$ cat config.mk
export PLATFORM = sky130hd
export DESIGN_NAME = pio_top
export DESIGN_NICKNAME = d
export VERILOG_FILES = /design/src/hdl/pio_pkg.sv /design/src/hdl/pio_instr_if.sv /design/src/hdl/pio_top.sv /design/src/hdl/pio_machine.sv /design/src/hdl/pio_fifo.sv /design/src/hdl/pio_shifter.sv /design/src/hdl/pio_scratch.sv /design/src/hdl/pio_pc.sv /design/src/hdl/pio_clock_div.sv /design/src/hdl/pio_decoder.sv
export SDC_FILE = /design/constraint.sdc
export NUM_CORES = 2
export LEC_CHECK = 0
export BUFFER_PORTS_ARGS = -buffer_cell sky130_fd_sc_hd__buf_2
export CAP_MARGIN = 0
export CORE_ASPECT_RATIO = 0.75
export CORE_MARGIN = 5
export CORE_UTILIZATION = 25
export CTS_CLUSTER_DIAMETER = 30
export DETAILED_ROUTE_END_ITERATION = 16
export PLACE_DENSITY_LB_ADDON = 0.12
export SYNTH_ARGS = -nofsm -noshare
export SYNTH_HDL_FRONTEND = slang
export SYNTH_SLANG_ARGS = --single-unit
$ cat constraint.sdc
create_clock -name clk -period 12.75 [get_ports clk]
set_input_delay 2.55 -clock clk [delete_from_list [all_inputs] [get_ports clk]]
set_output_delay 2.55 -clock clk [all_outputs]
set_load 0.01 [all_outputs]
$ cat src/hdl/pio_pkg.sv
`default_nettype none

package pio_pkg;

  localparam int PIO_DATA_W     = 32;
  localparam int PIO_ADDR_W     = 5;
  localparam int PIO_INSTR_W    = 16;
  localparam int PIO_FIFO_DEPTH = 4;
  localparam int PIO_FIFO_PTR_W = $clog2(PIO_FIFO_DEPTH);
  localparam int PIO_DIV_W      = 16;
  localparam int PIO_IMEM_DEPTH = 1 << PIO_ADDR_W;

  typedef enum logic [2:0] {
    OP_JMP, OP_WAIT, OP_IN, OP_OUT, OP_PUSHPULL, OP_MOV, OP_IRQ, OP_SET
  } pio_opcode_e;

  typedef enum logic [2:0] {
    COND_ALWAYS, // Unconditional
    COND_X_ZERO,
    COND_X_DEC, // X nonzero, then X--
    COND_Y_ZERO,
    COND_Y_DEC, // Y nonzero, then Y--
    COND_X_NE_Y,
    COND_PIN,
    COND_OSR_NE // OSR not empty
  } pio_jmp_cond_e;

  typedef enum logic [2:0] {
    DEST_PINS = 3'd0, DEST_X = 3'd1, DEST_Y = 3'd2, DEST_NULL = 3'd3,
    DEST_PINDIRS = 3'd4, DEST_PC = 3'd5
  } pio_dest_e;

  typedef enum logic [2:0] {
    SRC_PINS = 3'd0, SRC_X = 3'd1, SRC_Y = 3'd2, SRC_NULL = 3'd3
  } pio_src_e;

endpackage

`default_nettype wire
$ cat src/hdl/pio_instr_if.sv
`timescale 1ns/10ps
`default_nettype none

interface pio_instr_if import pio_pkg::*; ();

  pio_opcode_e op;
  logic [2:0]  op1;
  logic [4:0]  op2;
  logic [4:0]  delay;
  logic [4:0]  side_set; // Right-aligned side-set value
  logic        side_en;

  modport producer (output op, op1, op2, delay, side_set, side_en);
  modport consumer (input op, op1, op2, delay, side_set, side_en);

endinterface

`default_nettype wire

$ cat src/hdl/pio_top.sv
`timescale 1ns/10ps
`default_nettype none

module pio_top import pio_pkg::*; (
  input wire                    clk,
  input wire                    reset,
  input wire                    en,
  input wire [PIO_DIV_W-1:0]    div,
  input wire                    imem_write,
  input wire [PIO_ADDR_W-1:0]   imem_addr,
  input wire [PIO_INSTR_W-1:0]  imem_data,
  input wire [PIO_ADDR_W-1:0]   wrap_bottom,
  input wire [PIO_ADDR_W-1:0]   wrap_top,
  input wire [2:0]              sideset_bits,
  input wire                    sideset_opt,
  input wire [4:0]              pins_out_base,
  input wire [5:0]              pins_out_count,
  input wire [4:0]              pins_set_base,
  input wire [2:0]              pins_set_count,
  input wire [4:0]              pins_in_base,
  input wire [4:0]              pins_side_base,
  input wire [4:0]              jmp_pin,
  input wire                    shift_dir,
  input wire [PIO_DATA_W-1:0]   input_pins,
  input wire                    tx_write,
  input wire [PIO_DATA_W-1:0]   tx_data,
  output logic                  tx_full,
  input wire                    rx_read,
  output logic [PIO_DATA_W-1:0] rx_data,
  output logic                  rx_empty,
  output logic [PIO_ADDR_W-1:0] pc,
  output logic [PIO_DATA_W-1:0] output_pins,
  output logic [PIO_DATA_W-1:0] pin_directions
);

  logic [PIO_INSTR_W-1:0] imem [PIO_IMEM_DEPTH];
  logic [PIO_DATA_W-1:0]  tx_head;
  logic [PIO_DATA_W-1:0]  isr_data;
  logic                   tx_empty;
  logic                   rx_full;
  logic                   push;
  logic                   pull;

  always_ff @(posedge clk) begin
    if (imem_write) imem[imem_addr] <= imem_data; // Loaded with en low
  end

  pio_machine u_machine (
    .clk(clk), .reset(reset), .en(en), .div(div), .instr(imem[pc]),
    .input_pins(input_pins), .tx_data(tx_head), .tx_empty(tx_empty), .rx_full(rx_full),
    .wrap_bottom(wrap_bottom), .wrap_top(wrap_top),
    .sideset_bits(sideset_bits), .sideset_opt(sideset_opt),
    .pins_out_base(pins_out_base), .pins_out_count(pins_out_count),
    .pins_set_base(pins_set_base), .pins_set_count(pins_set_count),
    .pins_in_base(pins_in_base), .pins_side_base(pins_side_base),
    .jmp_pin(jmp_pin), .shift_dir(shift_dir),
    .pc(pc), .push(push), .pull(pull), .isr_data(isr_data),
    .output_pins(output_pins), .pin_directions(pin_directions)
  );

  pio_fifo u_tx_fifo (
    .clk(clk), .reset(reset), .write(tx_write), .wdata(tx_data),
    .read(pull), .rdata(tx_head), .full(tx_full), .empty(tx_empty)
  );

  pio_fifo u_rx_fifo (
    .clk(clk), .reset(reset), .write(push), .wdata(isr_data),
    .read(rx_read), .rdata(rx_data), .full(rx_full), .empty(rx_empty)
  );

endmodule

`default_nettype wire

$ cat src/hdl/pio_machine.sv
`timescale 1ns/10ps
`default_nettype none

module pio_machine import pio_pkg::*; (
  input wire                    clk,
  input wire                    reset,
  input wire                    en,
  input wire [PIO_DIV_W-1:0]    div,
  input wire [PIO_INSTR_W-1:0]  instr,
  input wire [PIO_DATA_W-1:0]   input_pins,
  input wire [PIO_DATA_W-1:0]   tx_data,
  input wire                    tx_empty,
  input wire                    rx_full,
  input wire [PIO_ADDR_W-1:0]   wrap_bottom,
  input wire [PIO_ADDR_W-1:0]   wrap_top,
  input wire [2:0]              sideset_bits,
  input wire                    sideset_opt,
  input wire [4:0]              pins_out_base,
  input wire [5:0]              pins_out_count,
  input wire [4:0]              pins_set_base,
  input wire [2:0]              pins_set_count,
  input wire [4:0]              pins_in_base,
  input wire [4:0]              pins_side_base,
  input wire [4:0]              jmp_pin,
  input wire                    shift_dir,
  output logic [PIO_ADDR_W-1:0] pc,
  output logic                  push,
  output logic                  pull,
  output logic [PIO_DATA_W-1:0] isr_data,
  output logic [PIO_DATA_W-1:0] output_pins,
  output logic [PIO_DATA_W-1:0] pin_directions
);

  pio_instr_if instr_if ();

  logic                  penable;
  logic                  tick;
  logic                  stall;
  logic                  waiting;
  logic [4:0]            delay_cnt;
  logic [PIO_DATA_W-1:0] x;
  logic [PIO_DATA_W-1:0] y;
  logic [PIO_DATA_W-1:0] osr;
  logic [PIO_DATA_W-1:0] osr_out;
  logic [PIO_DATA_W-1:0] isr_out;
  logic [5:0]            osr_cnt;
  logic [PIO_DATA_W-1:0] pins_in_rot;
  logic [PIO_DATA_W-1:0] new_val;
  logic [PIO_DATA_W-1:0] in_val;
  logic [PIO_DATA_W-1:0] mov_src;
  logic [PIO_DATA_W-1:0] pins_next;
  logic [PIO_DATA_W-1:0] dirs_next;
  logic [5:0]            side_cnt;
  logic jmp, set_x, set_y, dec_x, dec_y, in_shift, out_shift, push_op, pull_op;
  logic set_pins, set_dirs, out_pins, out_dirs;

  // Places val into cur at base, count bits wide, wrapping at 32
  function automatic logic [PIO_DATA_W-1:0] write_field(
    input logic [PIO_DATA_W-1:0] cur,
    input logic [PIO_DATA_W-1:0] val,
    input logic [4:0]            base,
    input logic [5:0]            cnt
  );
    logic [PIO_DATA_W-1:0] mask;
    logic [PIO_DATA_W-1:0] mask_rot;
    logic [PIO_DATA_W-1:0] val_rot;
    mask     = ~({PIO_DATA_W{1'b1}} << cnt);
    mask_rot = (mask << base) | (mask >> (6'd32 - base));
    val_rot  = (val << base) | (val >> (6'd32 - base));
    return (cur & ~mask_rot) | (val_rot & mask_rot);
  endfunction

  assign tick        = en && penable;
  assign stall       = (delay_cnt != 5'd0) || waiting;
  assign push        = tick && !stall && push_op;
  assign pull        = tick && !stall && pull_op;
  assign isr_data    = isr_out;
  assign pins_in_rot = (input_pins >> pins_in_base) | (input_pins << (6'd32 - pins_in_base));
  assign side_cnt    = 6'(sideset_bits) - 6'(sideset_opt && sideset_bits != 3'd0);

  always_comb begin
    {jmp, set_x, set_y, dec_x, dec_y, in_shift, out_shift, push_op, pull_op} = '0;
    {set_pins, set_dirs, out_pins, out_dirs} = '0;
    waiting = 1'b0;
    new_val = '0;
    in_val  = '0; // Also clears the ISR on PUSH
    mov_src = '0;
    case (instr_if.op)
      OP_JMP: begin
        new_val = 32'(instr_if.op2);
        case (pio_jmp_cond_e'(instr_if.op1))
          COND_ALWAYS: jmp = 1'b1;
          COND_X_ZERO: jmp = x == '0;
          COND_X_DEC: begin
            jmp   = x != '0;
            dec_x = 1'b1;
          end
          COND_Y_ZERO: jmp = y == '0;
          COND_Y_DEC: begin
            jmp   = y != '0;
            dec_y = 1'b1;
          end
          COND_X_NE_Y: jmp = x != y;
          COND_PIN:    jmp = input_pins[jmp_pin];
          COND_OSR_NE: jmp = osr_cnt < 6'd32;
        endcase
      end
      OP_WAIT: waiting = input_pins[instr_if.op2] != instr_if.op1[2];
      OP_IN: begin
        in_shift = 1'b1;
        case (pio_src_e'(instr_if.op1))
          SRC_PINS: in_val = pins_in_rot;
          SRC_X:    in_val = x;
          SRC_Y:    in_val = y;
          default:  in_val = '0;
        endcase
      end
      OP_OUT: begin
        out_shift = 1'b1;
        new_val   = osr_out;
        case (pio_dest_e'(instr_if.op1))
          DEST_PINS:    out_pins = 1'b1;
          DEST_X:       set_x = 1'b1;
          DEST_Y:       set_y = 1'b1;
          DEST_PINDIRS: out_dirs = 1'b1;
          DEST_PC:      jmp = 1'b1;
          default:      ;
        endcase
      end
      OP_PUSHPULL: begin
        if (instr_if.op1[2]) begin
          pull_op = 1'b1;
          waiting = tx_empty;
        end else begin
          push_op = 1'b1;
          waiting = rx_full;
        end
      end
      OP_MOV: begin
        case (pio_src_e'(instr_if.op2[2:0]))
          SRC_PINS: mov_src = pins_in_rot;
          SRC_X:    mov_src = x;
          SRC_Y:    mov_src = y;
          default:  mov_src = '0;
        endcase
        case (instr_if.op2[4:3])
          2'd1:    new_val = ~mov_src;
          2'd2:    new_val = {<<{mov_src}}; // Bit reverse
          default: new_val = mov_src;
        endcase
        case (pio_dest_e'(instr_if.op1))
          DEST_X:  set_x = 1'b1;
          DEST_Y:  set_y = 1'b1;
          DEST_PC: jmp = 1'b1;
          default: ;
        endcase
      end
      OP_SET: begin
        new_val = 32'(instr_if.op2);
        case (pio_dest_e'(instr_if.op1))
          DEST_PINS:    set_pins = 1'b1;
          DEST_X:       set_x = 1'b1;
          DEST_Y:       set_y = 1'b1;
          DEST_PINDIRS: set_dirs = 1'b1;
          default:      ;
        endcase
      end
      default: ; // IRQ
    endcase
  end

  always_comb begin
    pins_next = output_pins;
    dirs_next = pin_directions;
    if (set_pins) pins_next = write_field(pins_next, new_val, pins_set_base, 6'(pins_set_count));
    if (set_dirs) dirs_next = write_field(dirs_next, new_val, pins_set_base, 6'(pins_set_count));
    if (out_pins) pins_next = write_field(pins_next, new_val, pins_out_base, pins_out_count);
    if (out_dirs) dirs_next = write_field(dirs_next, new_val, pins_out_base, pins_out_count);
    if (instr_if.side_en) begin // Side-set wins over SET and OUT
      pins_next = write_field(pins_next, 32'(instr_if.side_set), pins_side_base, side_cnt);
    end
  end

  always_ff @(posedge clk) begin
    if (reset) begin
      delay_cnt      <= '0;
      output_pins    <= '0;
      pin_directions <= '0;
    end else if (tick) begin
      if (delay_cnt != 5'd0) begin
        delay_cnt <= delay_cnt - 1'b1;
      end else begin
        if (!waiting) delay_cnt <= instr_if.delay;
        output_pins    <= pins_next;
        pin_directions <= dirs_next;
      end
    end
  end

  assign osr = pull_op ? tx_data : '0; // Zeros shift in behind OUT

  pio_decoder u_decoder (
    .instr(instr), .sideset_bits(sideset_bits), .sideset_opt(sideset_opt), .dec(instr_if)
  );

  pio_clock_div u_clock_div (.clk(clk), .reset(reset), .div(div), .penable(penable));

  pio_pc u_pc (
    .clk(clk), .reset(reset), .tick(tick), .stalled(stall), .jmp(jmp),
    .target(new_val[PIO_ADDR_W-1:0]), .wrap_bottom(wrap_bottom), .wrap_top(wrap_top), .pc(pc)
  );

  pio_scratch u_x (
    .clk(clk), .reset(reset), .tick(tick), .stalled(stall),
    .din(new_val), .set(set_x), .dec(dec_x), .dout(x)
  );

  pio_scratch u_y (
    .clk(clk), .reset(reset), .tick(tick), .stalled(stall),
    .din(new_val), .set(set_y), .dec(dec_y), .dout(y)
  );

  pio_shifter #(.RESET_CNT(6'd0)) u_isr (
    .clk(clk), .reset(reset), .tick(tick), .stalled(stall), .dir(shift_dir),
    .count(instr_if.op2), .do_shift(in_shift), .load(push_op), .din(in_val),
    .dout(isr_out), .shifted(), .shift_cnt()
  );

  pio_shifter #(.RESET_CNT(6'd32)) u_osr (
    .clk(clk), .reset(reset), .tick(tick), .stalled(stall), .dir(shift_dir),
    .count(instr_if.op2), .do_shift(out_shift), .load(pull_op), .din(osr),
    .dout(), .shifted(osr_out), .shift_cnt(osr_cnt)
  );

endmodule

`default_nettype wire

$ cat src/hdl/pio_fifo.sv
`timescale 1ns/10ps
`default_nettype none

module pio_fifo import pio_pkg::*; (
  input wire                    clk,
  input wire                    reset,
  input wire                    write,
  input wire [PIO_DATA_W-1:0]   wdata,
  input wire                    read,
  output logic [PIO_DATA_W-1:0] rdata,
  output logic                  full,
  output logic                  empty
);

  logic [PIO_DATA_W-1:0]     mem [PIO_FIFO_DEPTH];
  logic [PIO_FIFO_PTR_W-1:0] wr_ptr;
  logic [PIO_FIFO_PTR_W-1:0] rd_ptr;
  logic [PIO_FIFO_PTR_W:0]   count;
  logic                      do_write;
  logic                      do_read;

  assign full     = count == (PIO_FIFO_PTR_W + 1)'(PIO_FIFO_DEPTH);
  assign empty    = count == '0;
  assign do_write = write && !full;
  assign do_read  = read && !empty;
  assign rdata    = mem[rd_ptr]; // Head

  always_ff @(posedge clk) begin
    if (do_write) mem[wr_ptr] <= wdata;
  end

  always_ff @(posedge clk) begin
    if (reset) begin
      wr_ptr <= '0;
      rd_ptr <= '0;
      count  <= '0;
    end else begin
      if (do_write) wr_ptr <= wr_ptr + 1'b1;
      if (do_read) rd_ptr <= rd_ptr + 1'b1;
      count <= count + (PIO_FIFO_PTR_W + 1)'(do_write) - (PIO_FIFO_PTR_W + 1)'(do_read);
    end
  end

  a_no_write_full: assert property (@(posedge clk) disable iff (reset)
    (full && !read) |=> full);
  a_no_read_empty: assert property (@(posedge clk) disable iff (reset)
    (empty && !write) |=> empty);

endmodule

`default_nettype wire

$ cat src/hdl/pio_shifter.sv
`timescale 1ns/10ps
`default_nettype none

module pio_shifter import pio_pkg::*; #(
  parameter logic [5:0] RESET_CNT = 6'd0 // 32 for the OSR
) (
  input wire                    clk,
  input wire                    reset,
  input wire                    tick,
  input wire                    stalled,
  input wire                    dir, // 1 shifts right
  input wire [4:0]              count,
  input wire                    do_shift,
  input wire                    load,
  input wire [PIO_DATA_W-1:0]   din,
  output logic [PIO_DATA_W-1:0] dout,
  output logic [PIO_DATA_W-1:0] shifted,
  output logic [5:0]            shift_cnt
);

  logic [5:0]            n;
  logic [6:0]            cnt_sum;
  logic [PIO_DATA_W-1:0] mask;

  assign n       = (count == 5'd0) ? 6'd32 : {1'b0, count};
  assign mask    = ~({PIO_DATA_W{1'b1}} << n);
  assign cnt_sum = {1'b0, shift_cnt} + {1'b0, n};
  assign shifted = dir ? (dout & mask) : (dout >> (6'd32 - n)); // Right-aligned

  always_ff @(posedge clk) begin
    if (reset) begin
      dout      <= '0;
      shift_cnt <= RESET_CNT;
    end else if (tick && !stalled) begin
      if (load) begin
        dout      <= din;
        shift_cnt <= '0;
      end else if (do_shift) begin
        if (dir) dout <= (dout >> n) | (din << (6'd32 - n));
        else dout <= (dout << n) | (din & mask);
        shift_cnt <= (cnt_sum > 7'd32) ? 6'd32 : cnt_sum[5:0]; // Saturate
      end
    end
  end

endmodule

`default_nettype wire

$ cat src/hdl/pio_scratch.sv
`timescale 1ns/10ps
`default_nettype none

module pio_scratch import pio_pkg::*; (
  input wire                    clk,
  input wire                    reset,
  input wire                    tick,
  input wire                    stalled,
  input wire [PIO_DATA_W-1:0]   din,
  input wire                    set,
  input wire                    dec, // Post-decrement from JMP
  output logic [PIO_DATA_W-1:0] dout
);

  always_ff @(posedge clk) begin
    if (reset) begin
      dout <= '0;
    end else if (tick && !stalled) begin
      if (set) dout <= din;
      else if (dec) dout <= dout - 1'b1;
    end
  end

endmodule

`default_nettype wire

$ cat src/hdl/pio_pc.sv
`timescale 1ns/10ps
`default_nettype none

module pio_pc import pio_pkg::*; (
  input wire                   clk,
  input wire                   reset,
  input wire                   tick,
  input wire                   stalled,
  input wire                   jmp,
  input wire [PIO_ADDR_W-1:0]  target,
  input wire [PIO_ADDR_W-1:0]  wrap_bottom,
  input wire [PIO_ADDR_W-1:0]  wrap_top,
  output logic [PIO_ADDR_W-1:0] pc
);

  always_ff @(posedge clk) begin
    if (reset) begin
      pc <= wrap_bottom;
    end else if (tick && !stalled) begin
      if (jmp) pc <= target;
      else if (pc == wrap_top) pc <= wrap_bottom; // Program wrap
      else pc <= pc + 1'b1;
    end
  end

  a_pc_needs_tick: assert property (@(posedge clk) disable iff (reset)
    !tick |=> $stable(pc));

endmodule

`default_nettype wire

$ cat src/hdl/pio_clock_div.sv
`timescale 1ns/10ps
`default_nettype none

module pio_clock_div import pio_pkg::*; (
  input wire                 clk,
  input wire                 reset,
  input wire [PIO_DIV_W-1:0] div,
  output logic               penable
);

  logic [PIO_DIV_W-1:0] count;

  assign penable = count <= PIO_DIV_W'(1); // Reload cycle

  always_ff @(posedge clk) begin
    if (reset) begin
      count <= '0;
    end else if (penable) begin
      count <= div;
    end else begin
      count <= count - 1'b1;
    end
  end

  a_penable_pulse: assert property (@(posedge clk) disable iff (reset)
    (penable && div > PIO_DIV_W'(1)) |=> !penable);

endmodule

`default_nettype wire

$ cat src/hdl/pio_decoder.sv
`timescale 1ns/10ps
`default_nettype none

module pio_decoder import pio_pkg::*; (
  input wire [PIO_INSTR_W-1:0] instr,
  input wire [2:0]             sideset_bits, // Includes the enable bit
  input wire                   sideset_opt,
  pio_instr_if.producer        dec
);

  logic [4:0] field;
  logic [4:0] side_raw;
  logic [4:0] side_mask;

  assign field     = instr[12:8];
  assign side_raw  = field >> (3'd5 - sideset_bits);
  assign side_mask = 5'h1f >> (3'd6 - sideset_bits); // Drops the enable bit

  always_comb begin
    dec.op    = pio_opcode_e'(instr[15:13]);
    dec.op1   = instr[7:5];
    dec.op2   = instr[4:0];
    dec.delay = field & (5'h1f >> sideset_bits);
    if (sideset_opt && sideset_bits != 3'd0) begin
      dec.side_en  = field[4];
      dec.side_set = side_raw & side_mask;
    end else begin
      dec.side_en  = sideset_bits != 3'd0;
      dec.side_set = side_raw;
    end
  end

endmodule

`default_nettype wire

==> impl_metrics.toml <==
[run_status]
status = "finished with violations"
failed_checks = "max-capacitance violations, max-slew violations"

[final_layout]
nNetsFinal = 8271
layout_commonest_cell = "nor2_1"
drive_gt1_share_pct = 19.0
area_growth_pct = 18.9
post-route-util_pct = 29.8
final_cell_mix = "nor2_1 (868), nand2_1 (792), edfxtp_1 (773)"

[floorplanning]
rows = 174
pin_count = 259
coreArea_sq_mm = 0.299
fp.dieArea_sq_mm = 0.311
die-height_um = 484
start_util_pct = 25.1
die_x_um = 642

[sta]
slew_headroom_pct = -7.58
max_freq_ghz = 0.0948
finalCritPeriodShare_pct = 82.7
worst_slack_ps = 2200
fin_setup_tns_ps = 0
setup_viol_count_final = 0
hold_viol = 0
rsz0062_at_grt = "no"
worst_pin_slew_ps = 1590
period_minus_slack_ps = 10550
fin_skew_ps = 173
drv_slew = 13

[logic_synthesis]
async_reset_ff_share_pct = 0
ys.flop_type = "edfxtp_1"
synth-seq-cells = 1015
ys_seq_area_share_pct = 37.5
netlist_area_sq_mm = 0.0749
synth.distinct_cells = 106
avgSynthCellArea_sq_um = 9.32
syn-num-nets = 8242
postSynthCellCount = 8038
synth_edf_count = 773
synth_warnings = 0

[clock_tree]
cts.sinks = 1015
clk_pin_slew_ps = 40
worstSkewPairLatency_ps = 940
ctsHoldBuffers = 0
postCtsSetupRepairBufs = 0
clock_path_buffers = 4
cts_resized = 0
cts_tree = "done"
htreeDepth = 4
cts_root_buf = "clkbuf_16"
cts_made_buffers = 243

[global_routing]
grt_pass1_wl_um = 575000
grt_pass1_vias = 70000
antenna_found_initial = 46
grt-ovfl-total = 0
grt_max_degree = 88
track_usage_pct = 25.4

[detailed_routing]
drt_first_pass_iters = 8
dr.max_layer_used = "met5"
met1_length_um = 196000
vias_per_cell = 6.11
ant_nets = 0
wl_met3_um = 47200
avgRoutedWirePerCell_um = 33.9
wl_met2_um = 160000
drcViolationCount = 0
vias = 74800
first_iter_violations = 11500
drt_wl_total_um = 416000

[power_and_ir_drop]
clockPowerShare_pct = 20.7
p_comb_share_pct = 65.7
ir_worst_vdd_mv = 0.563
p_switching_w = 0.0161
seqPwrFrac_pct = 13.6
cellPowerDensity_mw_per_mm2 = 330
power_switching_share_pct = 54.8
leakage_nw = 30.7
power.internal_w = 0.0133

[place]
port_buffers = 258
hpwl_um = 300000
place.gp.congestion = 0.984
place_ws_ps = 1730

[critical_path]
path_class = "in2reg"
worstPathArrival_ps = 11250
cp_max_fo = 34
worstPathRequired_ps = 13460
cp-end-kind = "register"
start_kind = "primary input"

[hold_path]
min_path_type = "reg2reg"

[flow_run]
cap_violations = 4
final timing paths:
| check | from | endpoint | slack [ps] | depth (start not counted) |
|---|---|---|---|---|
| worst max-delay path | pins_in_base[0] | u_machine.pin_directions[16] | 2200 | 23 |
| worst min-delay path | u_machine.u_osr.shift_cnt[0] | u_machine.u_osr.shift_cnt[0] | 460 | 2 |
| worst max register to register | register | u_machine.output_pins[17] | 2490 | 21 |
| worst min register to register | u_machine.u_osr.shift_cnt[0] | u_machine.u_osr.shift_cnt[0] | 460 | 2 |
synthesized netlist by cell type (all sizes together), types with 47 or more instances:
master,count,share of area [%]
a211oi,167,1.7
a21oi,572,3.8
a221oi,53,0.62
a22oi,125,1.3
a31oi,98,0.84
and2,59,0.49
and3,65,0.54
buf,184,1.1
clkbuf,605,3.0
dfxtp,242,6.5
edfxtp,773,31
inv,83,0.42
mux2,87,1.3
mux2i,504,6.8
mux4,334,10
nand2,794,4.0
nand2b,64,0.53
nand3,223,1.5
nor2,908,4.6
nor3,211,1.4
nor4,49,0.45
o211ai,124,1.2
o21ai,489,3.3
o221ai,57,0.67
o22ai,122,1.0
o31ai,47,0.49
or3,56,0.47
xnor2,71,0.83
power groups by stage:
stage | clock network, W | registers (W) | logic [W]
after CTS | 0.00621 | 0.00400 | 0.0184
after global routing | 0.00637 | 0.00402 | 0.0197
after floorplan | 0 | 0.00386 | 0.0111
final | 0.00608 | 0.00400 | 0.0193
after detailed placement | 0 | 0.00406 | 0.0183
after global placement | 0 | 0.00406 | 0.0185
worst max-delay path, stage by stage:
cell and delay, ps:
buf_4 440, inv_1 460, ha_1 750, buf_4 480, mux2_2 400, mux2_2 320
mux4_2 520, a2111oi_1 380, buf_2 260, buf_4 160, or3_1 120, a31oi_1 170
a2111oi_0 1040, o211ai_1 270, o21ai_2 270, buf_4 290, o22ai_1 150, a211oi_1 570
o21ai_0 180, a211oi_1 880, buf_4 260, nor3b_1 200, nor4_1 80
metal layers:
metal  GRT usage (%)  vias to the layer above
li1                -                    31300
met1            39.0                    38000
met2            33.5                     4737
met3            7.77                      728
met4            7.02                       42
met5               0                        -
logic make-up (layout without fill, tap and decap cells):
family                   Yosys count  after routing  synth area share, %
adder cells (fa/ha/maj)           54             54                0.912
multiplexers                     925            925                 18.1
flip-flops                      1015           1015                 37.5
other                              0             21                    0
buffers and inverters            882           1113                 4.63
XOR/XNOR                          88             88                 1.03
AND/OR/NAND/NOR                 2612           2612                 15.7
AO/OA/AOI/OAI                   2462           2462                 22.1
stage by stage:
stage | power, W | instance area, sq um | hold slack, ps | instances
global route | 0.0301 | 89000 | 510 | 12200
global placement | 0.0226 | 80900 | 458 | 11800
detailed placement | 0.0224 | 80900 | 459 | 11800
finish | 0.0294 | 89100 | 464 | 12300
CTS | 0.0286 | 89000 | 465 | 12200
floorplan | 0.0149 | 74900 | 436 | 8038
sequential cells by signal, indices dropped and copies added, names as in the netlist, named ones only:
signal and count:
u_machine.u_isr.dout 31, u_machine.u_osr.dout 31, u_machine.u_osr.shift_cnt 6, imem 512, u_machine.u_y.dout 32, u_tx_fifo.rd_ptr 2, u_rx_fifo.count 3, u_tx_fifo.count 3
u_rx_fifo.rd_ptr 2, u_tx_fifo.wr_ptr 2, u_machine.output_pins 32, u_machine.delay_cnt 5, u_rx_fifo.mem 128, u_machine.u_pc.pc 5, u_tx_fifo.mem 128, u_machine.pin_directions 32
u_machine.u_clock_div.count 16, u_rx_fifo.wr_ptr 2, u_machine.u_x.dout 32
cell type report:
cell class	instances	area, sq um
Fill cell	31300	210000
Sequential cell	1015	28100
Timing Repair Buffer	573	3680
Clock buffer	300	6560
Multi-Input combinational cell	6141	43900
Antenna cell	21	52.6
Clock inverter	147	1530
Inverter	93	352
Tap cell	3960	4950
Power figures use the tool's default switching activity.
